File: src/design/lsu_params.svh
`ifndef LSU_PARAMS_SVH
`define LSU_PARAMS_SVH

// ---------------------------------------------------------------------------
// widths
// ---------------------------------------------------------------------------
// sv39 virtual address
`define LSU_VLEN 39
`define LSU_XLEN 64
`define LSU_TID_BITS 3
`define LSU_CAUSE_BITS 4

// ---------------------------------------------------------------------------
// exception causes
// ---------------------------------------------------------------------------
`define LSU_LD_MISALIGNED 4
`define LSU_LD_ACCESS_FAULT 5
`define LSU_ST_MISALIGNED 6
`define LSU_ST_ACCESS_FAULT 7

// ---------------------------------------------------------------------------
// writeback pipeline depths
// ---------------------------------------------------------------------------
`define LSU_LD_PIPE_REGS 1
`define LSU_ST_PIPE_REGS 2

`endif

File: src/design/lsu_pkg.sv
`include "lsu_params.svh"

package lsu_pkg;

    // ---------------------------------------------------------------------------
    // operators
    // ---------------------------------------------------------------------------
    // loads first, then stores
    typedef enum logic [3:0] {
        LB,
        LBU,
        LH,
        LHU,
        LW,
        LWU,
        LD,
        SB,
        SH,
        SW,
        SD
    } lsu_op_e;

    // incoming request from issue
    typedef struct packed {
        lsu_op_e                   operator;
        logic [`LSU_XLEN-1:0]      operand_a;
        logic [`LSU_XLEN-1:0]      operand_b;
        logic [11:0]               imm;
        logic [`LSU_TID_BITS-1:0]  trans_id;
        // imm carries coherence hints
        logic                      use_dcs;
    } lsu_req_t;

    // coherence hint fields
    typedef struct packed {
        logic       en;
        logic [1:0] dcs;
        logic [3:0] cid;
        logic       use_owner_pred;
    } dcs_t;

    // agu result, held in the bypass buffer
    typedef struct packed {
        logic                      valid;
        logic [`LSU_VLEN-1:0]      vaddr;
        logic                      overflow;
        logic [`LSU_XLEN-1:0]      data;
        logic [7:0]                be;
        lsu_op_e                   operator;
        logic [`LSU_TID_BITS-1:0]  trans_id;
        dcs_t                      dcs;
    } lsu_ctrl_t;

    // one per issue port
    typedef struct packed {
        logic                      valid;
        logic [`LSU_VLEN-1:0]      vaddr;
        logic [7:0]                be;
        lsu_op_e                   operator;
        logic [`LSU_XLEN-1:0]      data;
        logic [`LSU_TID_BITS-1:0]  trans_id;
        dcs_t                      dcs;
    } lsu_issue_t;

    typedef struct packed {
        logic                       valid;
        logic [`LSU_CAUSE_BITS-1:0] cause;
        logic [`LSU_VLEN-1:0]       tval;
    } lsu_ex_t;

    // writeback report
    typedef struct packed {
        logic                      valid;
        logic [`LSU_TID_BITS-1:0]  trans_id;
        lsu_ex_t                   ex;
    } lsu_wb_t;

    // store class of an operator
    function automatic logic op_is_store(lsu_op_e op);
        return op inside {SB, SH, SW, SD};
    endfunction

    // log2 of the access size in bytes
    function automatic logic [1:0] op_size(lsu_op_e op);
        logic [1:0] size;
        unique case (op)
            LH, LHU, SH: size = 2'd1;
            LW, LWU, SW: size = 2'd2;
            LD, SD:      size = 2'd3;
            default:     size = 2'd0;
        endcase
        return size;
    endfunction

endpackage

File: src/design/lsu_agu.sv
`timescale 1ns/1ps
`include "lsu_params.svh"

module lsu_agu import lsu_pkg::*; (
    input  logic      lsu_valid_i,
    input  lsu_req_t  lsu_req_i,
    output lsu_ctrl_t ctrl_o
);

    logic [`LSU_XLEN-1:0] offset;
    logic [`LSU_XLEN-1:0] sum;
    logic [7:0]           be_mask;
    dcs_t                 dcs;

    // ---------------------------------------------------------------------------
    // offset and coherence hint decoding
    // ---------------------------------------------------------------------------
    always_comb begin
        dcs    = '0;
        offset = {{(`LSU_XLEN-12){lsu_req_i.imm[11]}}, lsu_req_i.imm};
        if (lsu_req_i.use_dcs) begin
            dcs.en             = 1'b1;
            dcs.dcs            = lsu_req_i.imm[10:9];
            dcs.cid            = lsu_req_i.imm[8:5];
            dcs.use_owner_pred = lsu_req_i.imm[4];
            if (lsu_req_i.imm[4]) begin
                // owner prediction, only 4 offset bits left
                offset = {{(`LSU_XLEN-4){lsu_req_i.imm[3]}}, lsu_req_i.imm[3:0]};
            end else begin
                // cid bits double as upper offset
                offset = {{(`LSU_XLEN-8){lsu_req_i.imm[8]}},
                          lsu_req_i.imm[8:5], lsu_req_i.imm[3:0]};
            end
        end
    end

    // full width sum
    assign sum = lsu_req_i.operand_a + offset;

    // ---------------------------------------------------------------------------
    // byte enables
    // ---------------------------------------------------------------------------
    always_comb begin
        unique case (op_size(lsu_req_i.operator))
            2'd1:    be_mask = 8'h03;
            2'd2:    be_mask = 8'h0f;
            2'd3:    be_mask = 8'hff;
            default: be_mask = 8'h01;
        endcase
    end

    // ---------------------------------------------------------------------------
    // control word
    // ---------------------------------------------------------------------------
    assign ctrl_o.valid    = lsu_valid_i;
    assign ctrl_o.vaddr    = sum[`LSU_VLEN-1:0];
    // upper bits must be a sign extension of bit vlen-1
    assign ctrl_o.overflow = ~((&sum[`LSU_XLEN-1:`LSU_VLEN-1]) |
                               ~(|sum[`LSU_XLEN-1:`LSU_VLEN-1]));
    assign ctrl_o.data     = lsu_req_i.operand_b;
    // shift out of the doubleword is dropped
    assign ctrl_o.be       = be_mask << sum[2:0];
    assign ctrl_o.operator = lsu_req_i.operator;
    assign ctrl_o.trans_id = lsu_req_i.trans_id;
    assign ctrl_o.dcs      = dcs;

endmodule

File: src/design/lsu_bypass.sv
`timescale 1ns/1ps

module lsu_bypass import lsu_pkg::*; (
    input  logic      clk_i,
    input  logic      rst_ni,
    input  logic      flush_i,
    input  lsu_ctrl_t req_i,
    input  logic      pop_ld_i,
    input  logic      pop_st_i,
    output lsu_ctrl_t ctrl_o,
    output logic      ready_o
);

    // two entry store
    lsu_ctrl_t [1:0] mem_q;
    logic [1:0]      vld_q;
    logic [1:0]      vld_n;
    logic            rd_ptr_q;
    logic            rd_ptr_n;
    logic            wr_ptr_q;
    logic            wr_ptr_n;
    logic [1:0]      cnt_q;
    logic [1:0]      cnt_n;

    logic push;
    logic pop;
    logic empty;

    assign push    = req_i.valid;
    // only the head pops, so at most one of the two
    assign pop     = pop_ld_i | pop_st_i;
    assign empty   = (cnt_q == 2'd0);
    assign ready_o = empty;

    // ---------------------------------------------------------------------------
    // pointer and count update
    // ---------------------------------------------------------------------------
    always_comb begin
        vld_n    = vld_q;
        rd_ptr_n = rd_ptr_q;
        wr_ptr_n = wr_ptr_q;
        cnt_n    = cnt_q;

        if (push) begin
            vld_n[wr_ptr_q] = 1'b1;
            wr_ptr_n        = ~wr_ptr_q;
        end
        // pop after push, so a same cycle pass through leaves nothing behind
        if (pop) begin
            vld_n[rd_ptr_q] = 1'b0;
            rd_ptr_n        = ~rd_ptr_q;
        end

        unique case ({push, pop})
            2'b10:   cnt_n = cnt_q + 2'd1;
            2'b01:   cnt_n = cnt_q - 2'd1;
            default: cnt_n = cnt_q;
        endcase

        if (flush_i) begin
            vld_n    = '0;
            rd_ptr_n = 1'b0;
            wr_ptr_n = 1'b0;
            cnt_n    = '0;
        end
    end

    // ---------------------------------------------------------------------------
    // head selection
    // ---------------------------------------------------------------------------
    always_comb begin
        if (empty) begin
            // transparent
            ctrl_o = req_i;
        end else begin
            ctrl_o       = mem_q[rd_ptr_q];
            ctrl_o.valid = vld_q[rd_ptr_q];
        end
    end

    // payload only
    always_ff @(posedge clk_i) begin
        if (push) begin
            mem_q[wr_ptr_q] <= req_i;
        end
    end

    always_ff @(posedge clk_i or negedge rst_ni) begin
        if (!rst_ni) begin
            vld_q    <= '0;
            rd_ptr_q <= 1'b0;
            wr_ptr_q <= 1'b0;
            cnt_q    <= '0;
        end else begin
            vld_q    <= vld_n;
            rd_ptr_q <= rd_ptr_n;
            wr_ptr_q <= wr_ptr_n;
            cnt_q    <= cnt_n;
        end
    end

endmodule

File: src/design/lsu_dispatch.sv
`timescale 1ns/1ps
`include "lsu_params.svh"

module lsu_dispatch import lsu_pkg::*; (
    input  logic       en_ld_st_translation_i,
    input  logic       pop_ld_i,
    input  logic       pop_st_i,
    input  lsu_ctrl_t  ctrl_i,
    output lsu_issue_t ld_issue_o,
    output lsu_issue_t st_issue_o,
    output lsu_wb_t    ld_wb_o,
    output lsu_wb_t    st_wb_o
);

    logic       is_store;
    logic       misaligned;
    lsu_ex_t    ex;
    lsu_issue_t issue;

    assign is_store = op_is_store(ctrl_i.operator);

    // ---------------------------------------------------------------------------
    // alignment check
    // ---------------------------------------------------------------------------
    always_comb begin
        unique case (op_size(ctrl_i.operator))
            // half word
            2'd1:    misaligned = ctrl_i.vaddr[0];
            // word
            2'd2:    misaligned = (ctrl_i.vaddr[1:0] != 2'b00);
            // double word
            2'd3:    misaligned = (ctrl_i.vaddr[2:0] != 3'b000);
            // bytes never misalign
            default: misaligned = 1'b0;
        endcase
    end

    // ---------------------------------------------------------------------------
    // exception
    // ---------------------------------------------------------------------------
    always_comb begin
        ex = '0;
        if (ctrl_i.valid && misaligned) begin
            ex.valid = 1'b1;
            ex.cause = is_store ? `LSU_CAUSE_BITS'(`LSU_ST_MISALIGNED)
                                : `LSU_CAUSE_BITS'(`LSU_LD_MISALIGNED);
            ex.tval  = ctrl_i.vaddr;
        end
        // access fault overrides misalignment
        if (ctrl_i.valid && en_ld_st_translation_i && ctrl_i.overflow) begin
            ex.valid = 1'b1;
            ex.cause = is_store ? `LSU_CAUSE_BITS'(`LSU_ST_ACCESS_FAULT)
                                : `LSU_CAUSE_BITS'(`LSU_LD_ACCESS_FAULT);
            ex.tval  = ctrl_i.vaddr;
        end
    end

    // ---------------------------------------------------------------------------
    // issue steering
    // ---------------------------------------------------------------------------
    // common fields of both ports
    assign issue.valid    = ctrl_i.valid;
    assign issue.vaddr    = ctrl_i.vaddr;
    assign issue.be       = ctrl_i.be;
    assign issue.operator = ctrl_i.operator;
    assign issue.data     = ctrl_i.data;
    assign issue.trans_id = ctrl_i.trans_id;
    assign issue.dcs      = ctrl_i.dcs;

    always_comb begin
        ld_issue_o       = issue;
        ld_issue_o.valid = issue.valid & ~is_store;
        st_issue_o       = issue;
        st_issue_o.valid = issue.valid & is_store;
    end

    // ---------------------------------------------------------------------------
    // writeback reports
    // ---------------------------------------------------------------------------
    // one report per pop, head still in place this cycle
    always_comb begin
        ld_wb_o = '0;
        st_wb_o = '0;
        if (pop_ld_i) begin
            ld_wb_o.valid    = 1'b1;
            ld_wb_o.trans_id = ctrl_i.trans_id;
            ld_wb_o.ex       = ex;
        end
        if (pop_st_i) begin
            st_wb_o.valid    = 1'b1;
            st_wb_o.trans_id = ctrl_i.trans_id;
            st_wb_o.ex       = ex;
        end
    end

endmodule

File: src/design/lsu_front.sv
`timescale 1ns/1ps
`include "lsu_params.svh"

module lsu_front import lsu_pkg::*; (
    input  logic       clk_i,
    input  logic       rst_ni,
    input  logic       flush_i,
    input  logic       lsu_valid_i,
    input  lsu_req_t   lsu_req_i,
    input  logic       en_ld_st_translation_i,
    input  logic       pop_ld_i,
    input  logic       pop_st_i,
    output logic       lsu_ready_o,
    output lsu_issue_t ld_issue_o,
    output lsu_issue_t st_issue_o,
    output lsu_wb_t    ld_wb_o,
    output lsu_wb_t    st_wb_o
);

    // agu result
    lsu_ctrl_t req_ctrl;
    // buffer head
    lsu_ctrl_t head_ctrl;
    // unregistered reports
    lsu_wb_t   ld_wb;
    lsu_wb_t   st_wb;

    // ---------------------------------------------------------------------------
    // address generation and buffering
    // ---------------------------------------------------------------------------
    lsu_agu i_agu (
        .lsu_valid_i ( lsu_valid_i ),
        .lsu_req_i   ( lsu_req_i   ),
        .ctrl_o      ( req_ctrl    )
    );

    lsu_bypass i_bypass (
        .clk_i    ( clk_i       ),
        .rst_ni   ( rst_ni      ),
        .flush_i  ( flush_i     ),
        .req_i    ( req_ctrl    ),
        .pop_ld_i ( pop_ld_i    ),
        .pop_st_i ( pop_st_i    ),
        .ctrl_o   ( head_ctrl   ),
        .ready_o  ( lsu_ready_o )
    );

    lsu_dispatch i_dispatch (
        .en_ld_st_translation_i ( en_ld_st_translation_i ),
        .pop_ld_i               ( pop_ld_i               ),
        .pop_st_i               ( pop_st_i               ),
        .ctrl_i                 ( head_ctrl              ),
        .ld_issue_o             ( ld_issue_o             ),
        .st_issue_o             ( st_issue_o             ),
        .ld_wb_o                ( ld_wb                  ),
        .st_wb_o                ( st_wb                  )
    );

    // ---------------------------------------------------------------------------
    // writeback pipelines
    // ---------------------------------------------------------------------------
    lsu_pipe_reg #(
        .Depth ( `LSU_LD_PIPE_REGS )
    ) i_pipe_ld (
        .clk_i  ( clk_i   ),
        .rst_ni ( rst_ni  ),
        .d_i    ( ld_wb   ),
        .d_o    ( ld_wb_o )
    );

    lsu_pipe_reg #(
        .Depth ( `LSU_ST_PIPE_REGS )
    ) i_pipe_st (
        .clk_i  ( clk_i   ),
        .rst_ni ( rst_ni  ),
        .d_i    ( st_wb   ),
        .d_o    ( st_wb_o )
    );

endmodule

File: src/design/lsu_pipe_reg.sv
`timescale 1ns/1ps

module lsu_pipe_reg import lsu_pkg::*; #(
    parameter int unsigned Depth = 1
) (
    input  logic    clk_i,
    input  logic    rst_ni,
    input  lsu_wb_t d_i,
    output lsu_wb_t d_o
);

    // stage 0 takes the input
    lsu_wb_t [Depth-1:0] stage_q;

    always_ff @(posedge clk_i or negedge rst_ni) begin
        if (!rst_ni) begin
            stage_q <= '0;
        end else begin
            stage_q[0] <= d_i;
            // every stage moves each cycle
            for (int i = 1; i < Depth; i++) begin
                stage_q[i] <= stage_q[i-1];
            end
        end
    end

    // last stage out
    assign d_o = stage_q[Depth-1];

endmodule

File: config.mk
export PLATFORM = sky130hd
export DESIGN_NAME = lsu_front
export DESIGN_NICKNAME = d
export VERILOG_FILES = /design/src/design/lsu_pkg.sv /design/src/design/lsu_agu.sv /design/src/design/lsu_bypass.sv /design/src/design/lsu_dispatch.sv /design/src/design/lsu_front.sv /design/src/design/lsu_pipe_reg.sv
export VERILOG_INCLUDE_DIRS = /design/src /design/src/design
export SDC_FILE = /design/constraint.sdc
export NUM_CORES = 1
export LEC_CHECK = 0
export ABC_AREA = 1
export BUFFER_PORTS_ARGS = -buffer_cell sky130_fd_sc_hd__buf_2
export CORE_MARGIN = 2
export CORE_UTILIZATION = 40
export CTS_CLUSTER_SIZE = 28
export DETAILED_ROUTE_END_ITERATION = 10
export GPL_TIMING_DRIVEN = 0
export PLACE_DENSITY = 0.67
export SLEW_MARGIN = 30
export SYNTH_ARGS = -nofsm -noshare
export SYNTH_HDL_FRONTEND = slang
export SYNTH_SLANG_ARGS = --single-unit
export TNS_END_PERCENT = 1
File: constraint.sdc
create_clock -name clk_i -period 6.96 [get_ports clk_i]
set_input_delay 1.392 -clock clk_i [delete_from_list [all_inputs] [get_ports clk_i]]
set_output_delay 1.392 -clock clk_i [all_outputs]
set_load 0.02 [all_outputs]
# Word level (Yosys, flattened, before mapping)

Memories as Yosys holds them, arrays and structs flattened.
Index checks and enable logic that the tools add are counted.
Widths: inputs -> output; s select.

Register bits: 406
Bits in latches: 0
Bits in writable memories: 0
Memory bits (read-only): 64
Bits of input ports: 155
Output and inout port bits: 351
Logic and storage cells: 121
Memories kept: 2

Add/sub/neg operators: 3
Multipliers: 0
Div/mod/pow operators: 0
$lt $le $gt $ge: 4
Equal/unequal tests: 12
Shifts and indexed selects: 1
Multiplexer cells: 32
Bitwise gates (word level): 12
Reductions and logical operators: 14

Memory list:

| memory          | words | width | rd ports | clocked after Yosys merged registers in | wr ports | RTL line      | RTL |
|---|---|---|---|---|---|---|---|
| (no name shown) | 16    | 2     | 1        | 0                                       | 0        | lsu_pkg.sv:86 | `unique case (op)` |
| (no name shown) | 16    | 2     | 1        | 0                                       | 0        | lsu_pkg.sv:86 |  |

Operators with widths:

| cell               | count |
|---|---|
| $bwmux 256         | 1 |
| $mux 128           | 2 |
| $mux 127           | 2 |
| $demux 128 s1      | 1 |
| $mux 64            | 2 |
| $mux 48            | 2 |
| $mux 44            | 2 |
| $add 64x64->64     | 1 |
| $reduce_and 26->1  | 1 |
| $reduce_or 26->1   | 1 |
| $pmux 8 s3         | 1 |
| $eq 4x4->1 const B | 3 |
| $mux 2             | 6 |
| $eq 2x2->1 const B | 5 |
| $mux 1             | 8 |
| $mux 8             | 1 |
| $shl 8x3->8        | 1 |
| $eq 2x1->1 const B | 3 |
| $reduce_bool 2->1  | 3 |
| $reduce_bool 3->1  | 2 |
| $logic_and 1x1->1  | 5 |
| $not 1->1          | 5 |
| $eq 4x3->1 const B | 1 |
| $lt 1x2->1 const B | 2 |
| other kinds (13)   | 17 |

# Depth between registers and ports, before layout

Gate-level depths: netlist (run 1).
An unclocked memory read counts as a cell.

Depth after elaboration: 15
Gate-level depth with buffers: 31

# Hierarchy

From an unflattened synthesis (run 1), not the netlist that was laid out.

Cells, all modules: 3029
Area total of the unflattened synthesis: 24668.7 µm²

By module, submodules not included:

| module                   | times used | cells each | area an instance (µm²) | seq. area each (µm²) |
|---|---|---|---|---|
| lsu_bypass               | 1          | 862        | 10533.9                | 7777.5 |
| lsu_agu                  | 1          | 1534       | 7402.1                 | 0.0 |
| lsu_dispatch             | 1          | 441        | 2768.9                 | 0.0 |
| lsu_pipe_reg (i_pipe_st) | 1          | 144        | 2762.6                 | 2402.3 |
| lsu_pipe_reg (i_pipe_ld) | 1          | 48         | 1201.2                 | 1201.2 |

# Least setup slack after synthesis (run 1)

Ideal clock, no wire load.

Path type: input to register
Start point: input lsu_valid_i
End point: register i_bypass.vld_q[0]
Data arrival time: 7366 ps
Required time: 6860 ps
Setup slack: -506 ps
Stages: 4
Buffers on the path: 0
Cells stage by stage: inv_1 nor2_1 o21ai_0 a21oi_1

Word-level cells in the longest chain between the ends: 4

Ends and longest elaborated chain:

| item                         | RTL line         | RTL |
|---|---|---|
| start: declaration           | lsu_front.sv:8   | `input logic lsu_valid_i,` |
| $mux 2 (*)                   | lsu_bypass.sv:44 | `if (push) begin` |
| $and 2x2->2 (no source line) | -                |  |
| $mux 2 (*)                   | lsu_bypass.sv:49 | `if (pop) begin` |
| $mux 2 (*)                   | lsu_bypass.sv:60 | `if (flush_i) begin` |
| named net i_bypass.vld_n[0]  | lsu_bypass.sv:17 | `logic [1:0] vld_n;` |
| end signal: assignment       | lsu_bypass.sv:95 | `vld_q <= vld_n;` |
| end: declaration             | lsu_bypass.sv:16 | `logic [1:0] vld_q;` |

The timed path passes the listed nets; every way through them passes the cells marked *.
A chain may end at the register's enable or synchronous reset.

==> flow_results.org, run 1 <==
** Critical path
- At the worst endpoint, the arrival time is 5.29 ns.
- Of all nets on the critical path, the largest fanout is 53.
- Across all register-to-register paths, the minimum setup slack is 3.04 ns.
- The critical path in this run is classified as in2out.
- Delay of the slowest cell on the worst path :: 0.44 ns
- The largest individual stage delay along the critical path comes from the cell sky130_fd_sc_hd__ha_1.
- The worst setup path is launched from a primary input.
- Bufs and invs on worst path :: 7
- End of the worst register-to-register path :: i_pipe_ld.d_o[36]$_DFF_PN0_
- Req. time, crit path :: 5.57 ns
- The worst setup path is captured at an output pin.
- R2r startpoint :: i_bypass.cnt_q[1]$_DFFE_PN0P_
- Counting cells, the worst reg-to-reg path comes to 14.
- Walking the worst path, the cells encountered are buf_2 > buf_2 > inv_1 > nor2_1 > nor2_1 > nand2_4 > buf_16 > ha_1 > nand2_1 > inv_1 > nand2_1 > nor2_1 > nand4_1 > nand3_1 > a31oi_1 > xnor2_1 > nand2_1 > o21ai_0 > buf_4 > buf_2.
- Dominant delay contributor by cell family on the critical path :: simple AND/OR/NAND/NOR gates

** Placed design
- The count of buffers added on input and output ports is 503.
- The congestion estimate from routability-driven global placement came to 0.993.
- After legalization and detailed placement, the total HPWL measured 58.0 mm.

** Timing
- Number of max-slew violations in the final report :: 0
- Setup violations remaining at the end of the flow were counted as 0.
- Static timing analysis puts the maximum clock frequency at 150 MHz.
- Final critical-path share of the clock period :: 96.0%
- Minimum clock period :: 6.68 ns
- TNS Setup :: 0 ns
- Final Hold Violating Endpoints :: 0
- Worst slew margin relative to its limit :: 33.3%
- At the pin with the least slew margin, the transition time is 0.990 ns.
- Worst hold margin :: 0.343 ns
- Setup repair after global routing left no endpoint under its margin.
- The clock arrives with 0.0298 ns of skew.

** Hold path
- Hold Path Class :: reg2reg
- The worst hold path begins at i_pipe_st.stage_q[38]$_DFF_PN0_.
- The worst hold path terminates at i_pipe_st.d_o[38]$_DFF_PN0_.
- Number of cells on the worst hold path :: 0

** CTS
- After clock tree synthesis, the clock-pin slew on the worst setup and hold paths is 0.06 ns.
- In this run, CTS created clock tree buffers numbering 40.
- Number of post-CTS setup repair buffers :: 0
- The number of hold buffers added after CTS was 0.
- CTS placed an instance of sky130_fd_sc_hd__clkbuf_16 at the clock tree root.
- The H-tree was split into 2 levels.
- PostCTS Resize Cnt :: 0
- Total clock sinks :: 398
- TritonCTS built the clock tree.
- Maximum buffer depth of the clock tree :: 3
- The clock reaches the later pin of the worst-skew pair after 0.55 ns.

** Yosys
- The mapped netlist covers 0.0228 mm^2.
- In the synthesized netlist, the number of instances is 2,790.
- Sequential-to-total area share from yosys stat :: 49.3%
- Leading post-synthesis cells by cell area :: sky130_fd_sc_hd__edfxtp_1 (33%), sky130_fd_sc_hd__dfrtp_1 (16%), sky130_fd_sc_hd__nand2_1 (14%)
- Most numerous cell in the Yosys netlist :: sky130_fd_sc_hd__nand2_1
- The largest total area in the synthesized netlist belongs to sky130_fd_sc_hd__edfxtp_1.
- After synthesis the netlist holds a flip-flop and latch count of 398.
- In the synthesized netlist the async set-or-reset flop fraction comes to 36.2%.
- Leading register cell type out of synthesis :: sky130_fd_sc_hd__edfxtp_1
- Synth warnings :: 0
- Mapped Avg Cell Area :: 8.16 um^2
- In this run, distinct cell masters in the synthesized netlist total 48.
- Top cell type's share of synthesized area :: 33.5%
- Post-synth EDFFs :: 254
- Top cell types by occurrence after synthesis :: sky130_fd_sc_hd__nand2_1 (834), sky130_fd_sc_hd__inv_1 (400), sky130_fd_sc_hd__nor2_1 (286)

** Layout
- The net count of the finished layout is 3,572.
- The filler cells instantiated in the layout total 5,492.
- Share of cells above drive strength 1 :: 24.8%
- P&R area growth vs syn :: 22.4%
- Cells fill 49.4% of the core in the end.

** Global route
- Entering global routing, the biggest net connects 79 pins.
- Overall fraction of global-route tracks in use :: 23.9%
- The via count of the first global-routing pass came to 18,100.
- Wire length of the first global-routing pass :: 107 mm
- For this run the aggregate overflow at the end of global routing stands at 0.
- Initial antenna violation count :: 12

** Routing
- The first detailed-routing pass ran for 6 iterations.
- Dividing the detail-routed via count by the number of cells gives 4.74.
- In the final routed layout, each cell accounts on average for 17.5 um.
- After the first detailed-routing iteration, the DRC count stood at 1,410.
- Routed Antenna Nets :: 0
- Wire length after detailed routing :: 72.7 mm
- The final route contains 19,700 vias.
- Count of unresolved DRC violations after routing :: 0

** Floorplan
- The initialized floorplan defines 87 standard-cell rows.
- During I/O placement, the number of pins put on the boundary was 506.
- The initial utilization of the core area, before any placement, comes to 40.4%.
- Vert. Die Dim :: 243 um
- Width of the chip :: 243 um
- The die covers 0.0589 mm^2.
- Core Area :: 0.0564 mm^2

** Run
- Across the run, the number of max-cap violations was 0.

** Power and ir drop
- Summed over all cells, the static leakage comes to 14.6 nW.
- IR analysis of the VDD net gives a maximum drop of 165 uV.
- Power spread over the standard cell area amounts to 295 mW/mm^2.

** Outcome
- The run finished with clean final reports.
where the power goes:
part	internal (mW)	switching [mW]
clock network	1.19	0.897
registers	2.79	0.0556
logic	1.09	2.21
cells by family (layout without fill, tap and decap cells):
family / count (synthesis) / in the layout / share of synthesized area (%)
AO/OA/AOI/OAI: 299 / 299 / 6.98
XOR/XNOR: 39 / 39 / 1.50
adder cells (fa/ha/maj): 71 / 71 / 3.93
buffers and inverters: 650 / 1237 / 13.9
flip-flops: 398 / 398 / 49.3
multiplexers: 21 / 21 / 0.923
other: 1 / 16 / 0.0165
AND/OR/NAND/NOR: 1311 / 1311 / 23.4
through the flow:
step | instances | area [um^2] | power, mW | worst slack [ns]
3_5_place_dp | 4060 | 26500 | 6.19 | 0.327
6_report | 4148 | 27900 | 8.24 | 0.276
2_1_floorplan | 2791 | 22800 | 5.03 | 0.388
4_1_cts | 4134 | 27800 | 8.29 | 0.306
3_3_place_gp | 4050 | 26200 | 6.15 | -1.10
5_1_grt | 4142 | 27900 | 8.66 | 0.0202
worst reg2reg max path, delay by kind of cell (launching register included):
kind | cells | cell delay (ns)
and+or+nand+nor | 6 | 1.10
AOI/OAI and AO/OA | 3 | 1.09
buffers and inverters | 4 | 0.88
DFF | 1 | 0.40
adders and majority gates | 1 | 0.35
cell type report:
cell class                      instances  area (um^2)  share of cell area, %
Clock buffer                           61         1180                   4.24
Clock inverter                         13          124                  0.444
Antenna cell                           14         35.0                  0.126
Multi-Input combinational cell       1743         8400                   30.1
Inverter                              411         1550                   5.56
Buffer                                239         1620                   5.82
Timing Repair Buffer                  513         2790                   10.0
Sequential cell                       398        11200                   40.3
Tap cell                              756          946                   3.39
state kept, by name, summed over array words and instances (netlist names):
register / count
i_bypass.mem_q: 254
i_pipe_ld.d_o: 46
i_pipe_st.d_o: 46
i_pipe_st.stage_q: 46
i_bypass.cnt_q: 2
i_bypass.vld_q: 2
i_bypass.rd_ptr_q: 1
i_bypass.wr_ptr_q: 1
cells in the final DEF, fill, tap and decap left out, types with 60 or more instances in the layout:
cell type,netlist,final
sky130_fd_sc_hd__clkbuf_1,48,60
sky130_fd_sc_hd__nor2_1,286,285
sky130_fd_sc_hd__buf_4,176,176
sky130_fd_sc_hd__dfrtp_1,144,144
sky130_fd_sc_hd__o21ai_0,76,75
sky130_fd_sc_hd__edfxtp_1,254,254
sky130_fd_sc_hd__a21oi_1,178,178
sky130_fd_sc_hd__inv_1,400,399
sky130_fd_sc_hd__ha_1,70,70
sky130_fd_sc_hd__nand3_1,98,98
sky130_fd_sc_hd__nand2_1,834,833
sky130_fd_sc_hd__buf_2,3,505
per-layer routing:
layer | track usage [%] | wire length (um) | vias up
met5 | 0 | 0 | -
met4 | 10.5 | 3180 | 0
met3 | 3.12 | 4980 | 132
met2 | 40.0 | 34300 | 733
met1 | 31.1 | 30300 | 9000
li1 | - | - | 9793
how the worst max path moves through the flow:
stage / start / end / cells past startpoint
2_1_floorplan: lsu_req_i[0] / st_issue_o[125] / 19
3_3_place_gp: lsu_req_i[0] / st_issue_o[122] / 19
3_5_place_dp: lsu_req_i[0] / st_issue_o[122] / 20
4_1_cts: lsu_req_i[0] / st_issue_o[122] / 20
5_1_grt: lsu_req_i[0] / st_issue_o[122] / 20
6_report: lsu_req_i[0] / st_issue_o[122] / 20
Power figures use the tool's default switching activity.
==> run 2, diff against run 1 <==
==> constraint.sdc (replaced) <==
create_clock -name clk_i -period 7.6 [get_ports clk_i]
set_input_delay 1.52 -clock clk_i [delete_from_list [all_inputs] [get_ports clk_i]]
set_output_delay 1.52 -clock clk_i [all_outputs]
set_load 0.02 [all_outputs]
==> flow_results.org, run 2 (same netlist as run 1, synthesis figures left out) <==
** Outcome
- The run finished with clean final reports.

** Routing
- The violation count after the first detailed-routing iteration came to 1,412 (+0.14%).
- The total number of vias came to 19,700 (+0.25%).
- Drt wl/cell :: 17.5 um (-0.42%)
- Vias per cell :: 4.77 (+0.56%)
- The DRC violation count after routing came to 0 (unchanged).
- Wire length after detailed routing :: 72.2 mm (-0.73%)
- Detailed Routing Iterations Pass 1 :: 6 (unchanged)
- The number of nets with antenna violations after detailed routing is 0 (unchanged).

** Critical path
- STA classifies the critical path startpoint as a primary input.
- By startpoint and endpoint, the worst setup path is classified as in2out.
- Slowest stage cell, crit path :: sky130_fd_sc_hd__o21ai_0
- The worst-path maximum fanout came to 53 (unchanged).
- The most critical setup path has its startpoint at lsu_req_i[0].
- R2r startpoint :: i_bypass.cnt_q[1]$_DFFE_PN0P_
- STA classifies the critical path endpoint as an output pin.
- The endpoint arrival time on the critical path was 5.35 ns (+0.06 ns).
- Cell Chain, Critical Path :: buf_2 > buf_2 > inv_1 > nor2_1 > nor2_1 > nand2_4 > buf_16 > ha_1 > nand2_1 > nor2_1 > inv_2 > nor3_2 > nand2_1 > inv_1 > nand2_2 > nand3_1 > nand2_1 > o21ai_0 > buf_4 > buf_2
- The worst stage delay on the critical path was 0.60 ns (+0.16 ns).
- Req. time, crit path :: 6.08 ns (+0.51 ns)

** CTS
- Total clock sinks :: 398 (unchanged)
- The post-cts sizing count was 0 (unchanged).
- Later-pin clock latency in the skew report :: 0.53 ns (-0.02 ns)
- The clock transition at the register clock pins on the worst setup and hold paths after CTS came to 0.06 ns (about the same).
- Number of post-CTS setup repair buffers :: 0 (unchanged)
- Clock tree synthesis selected as its root buffer the cell sky130_fd_sc_hd__clkbuf_16.
- Number of CTS-inserted buffers :: 39 (-2.5%)
- The hold buffer count at cts was 0 (unchanged).
- TritonCTS built the clock tree.
- CTS H-Tree Depth :: 2 (unchanged)
- Maximum buffer depth of the clock tree :: 3 (unchanged)

** Layout
- Leaving out fill and tap cells, the most frequent cell in the layout is sky130_fd_sc_hd__nand2_1.
- Final Instance Area :: 0.0278 mm^2 (-0.21%)
- Most frequent cells in the layout :: sky130_fd_sc_hd__nand2_1 (833), sky130_fd_sc_hd__buf_2 (505), sky130_fd_sc_hd__inv_1 (399)
- The share of post-route cells with drive strength above 1 was 24.8% (-0.059 points).
- The flip-flop count of the largest register after layout is 254 (unchanged).
- i_bypass.mem_q holds more flip-flops than any other register.
- The number of nets at the end of the flow is 3,571 (-0.028%).
- Final core area utilization :: 49.3% (-0.10 points)
- From synthesis to final layout, the design area changed by 22.2%.

** Global route
- Initial antenna violation count :: 5 (-7)
- Maximum number of pins on one net before global-route repair :: 84 (+6.3%)
- Wire length of the first global-routing pass :: 107 mm (-0.51%)
- Via count of the first global-routing pass :: 17,800 (-1.8%)
- The remaining global-route overflow came to 0 (unchanged).
- The total global routing track utilization was 23.7% (-0.21 points).

** Timing
- The tightest hold margin is 0.342 ns (-0.000620 ns).
- Setup repair after global routing left no endpoint under its margin.
- The final hold violation count was 0 (unchanged).
- The slew of the pin with the lowest slew margin came to 0.940 ns (-0.0496 ns).
- Maximum frequency from static timing analysis :: 146 MHz
- Minimum clock period :: 6.87 ns
- TNS Setup :: 0 ns (unchanged)
- The worst slew margin relative to its limit is 36.7% (+3.3 points).
- Setup violators final :: 0 (unchanged)
- The clock tree skew after final layout came to 0.0208 ns (-0.00903 ns).
- The worst path uses 90.3% of the clock period.
- Number of max-slew violations in the final report :: 0 (unchanged)

** Placed design
- The detailed-placement wirelength estimate came to 58.0 mm (-0.10%).
- The global placer's final weighted congestion came to 0.977 (-1.6%).
- The placed instance area was 0.0266 mm^2 (about the same).
- I/O Buffers :: 503 (unchanged)

** Hold path
- Hold Path Class :: reg2reg
- Critical hold path startpoint :: i_pipe_st.stage_q[15]$_DFF_PN0_

** Floorplan
- The area of the die was 0.0589 mm^2 (unchanged).
- Initial cell density of the core :: 40.4% (unchanged)
- The height of the die came to 243 um (unchanged).
- The area of the core was 0.0564 mm^2 (unchanged).
- The die width came to 243 um (unchanged).
- The number of placement rows was 87 (unchanged).
- The number of top-level pins came to 506 (unchanged).

** Power and ir drop
- Static Leakage :: 14.6 nW (-0.10%)
- The power consumption came to 7.50 mW (-8.9%).
- PD cells :: 270 mW/mm^2 (-8.7%)
- The maximum resistive drop on vdd was 173 uV (+4.9%).

** Run
- The max-cap check violation count is 0 (unchanged).
-- run 2: cell count changes in the layout (fill, tap and decap cells not counted), sizes merged --
cell,delta
diode,-9
clkinv,-4
-- run 2: worst paths after layout --
kind	end	slack, ns	cells after the start
min in group asynchronous	i_pipe_st.d_o[5]$_DFF_PN0_	0.92	1
min reg2reg	i_pipe_st.d_o[15]$_DFF_PN0_	0.34	0
max reg2reg	i_pipe_st.stage_q[36]$_DFF_PN0_	3.53	14
min	i_pipe_st.d_o[15]$_DFF_PN0_	0.34	0
max in group asynchronous	i_pipe_st.d_o[27]$_DFF_PN0_	5.88	2
max	st_issue_o[125]	0.73	20
-- run 2: report_power, final --
group | switching [mW] | internal [mW] | total (mW)
sequential | 0.0472 | 2.55 | 2.60
clock | 0.795 | 1.08 | 1.88
combinational | 2.02 | 1.00 | 3.02
total | 2.86 | 4.64 | 7.50
-- run 2: metal layers --
layer,GRT usage (%),wire length (um),vias to the layer above
li1,-,-,9774
met3,3.73,4510,98
met5,0,0,-
met4,6.50,1950,0
met2,40.9,35000,686
met1,31.0,30800,9149
-- run 2: per-stage QoR --
| step | instances | worst slack [ns] |
|---|---|---|
| final | 4135 | 0.735 |
| after global routing | 4131 | 0.430 |
| after CTS | 4130 | 0.753 |
| after detailed placement | 4060 | 0.769 |
| after global placement | 4050 | -3.60 |
| after floorplan | 2791 | 0.00625 |
-- run 2: worst max-delay path, delay by kind of cell --
kind            cells  cell delay [ns]
simple gates       10             1.55
buf+inv             8             1.21
compound gates      1             0.60
fa+ha+maj           1             0.40
-- run 2: final cells by class --
cell class	count	area, um^2
timing repair buffer	513	2800
antenna	5	12.5
fill	5476	28600
tap	756	946
sequential	398	11200
clock inverter	9	67.6
multi-input combinational	1743	8400
clock buffer	61	1190
inverter	411	1550
buffer	239	1620
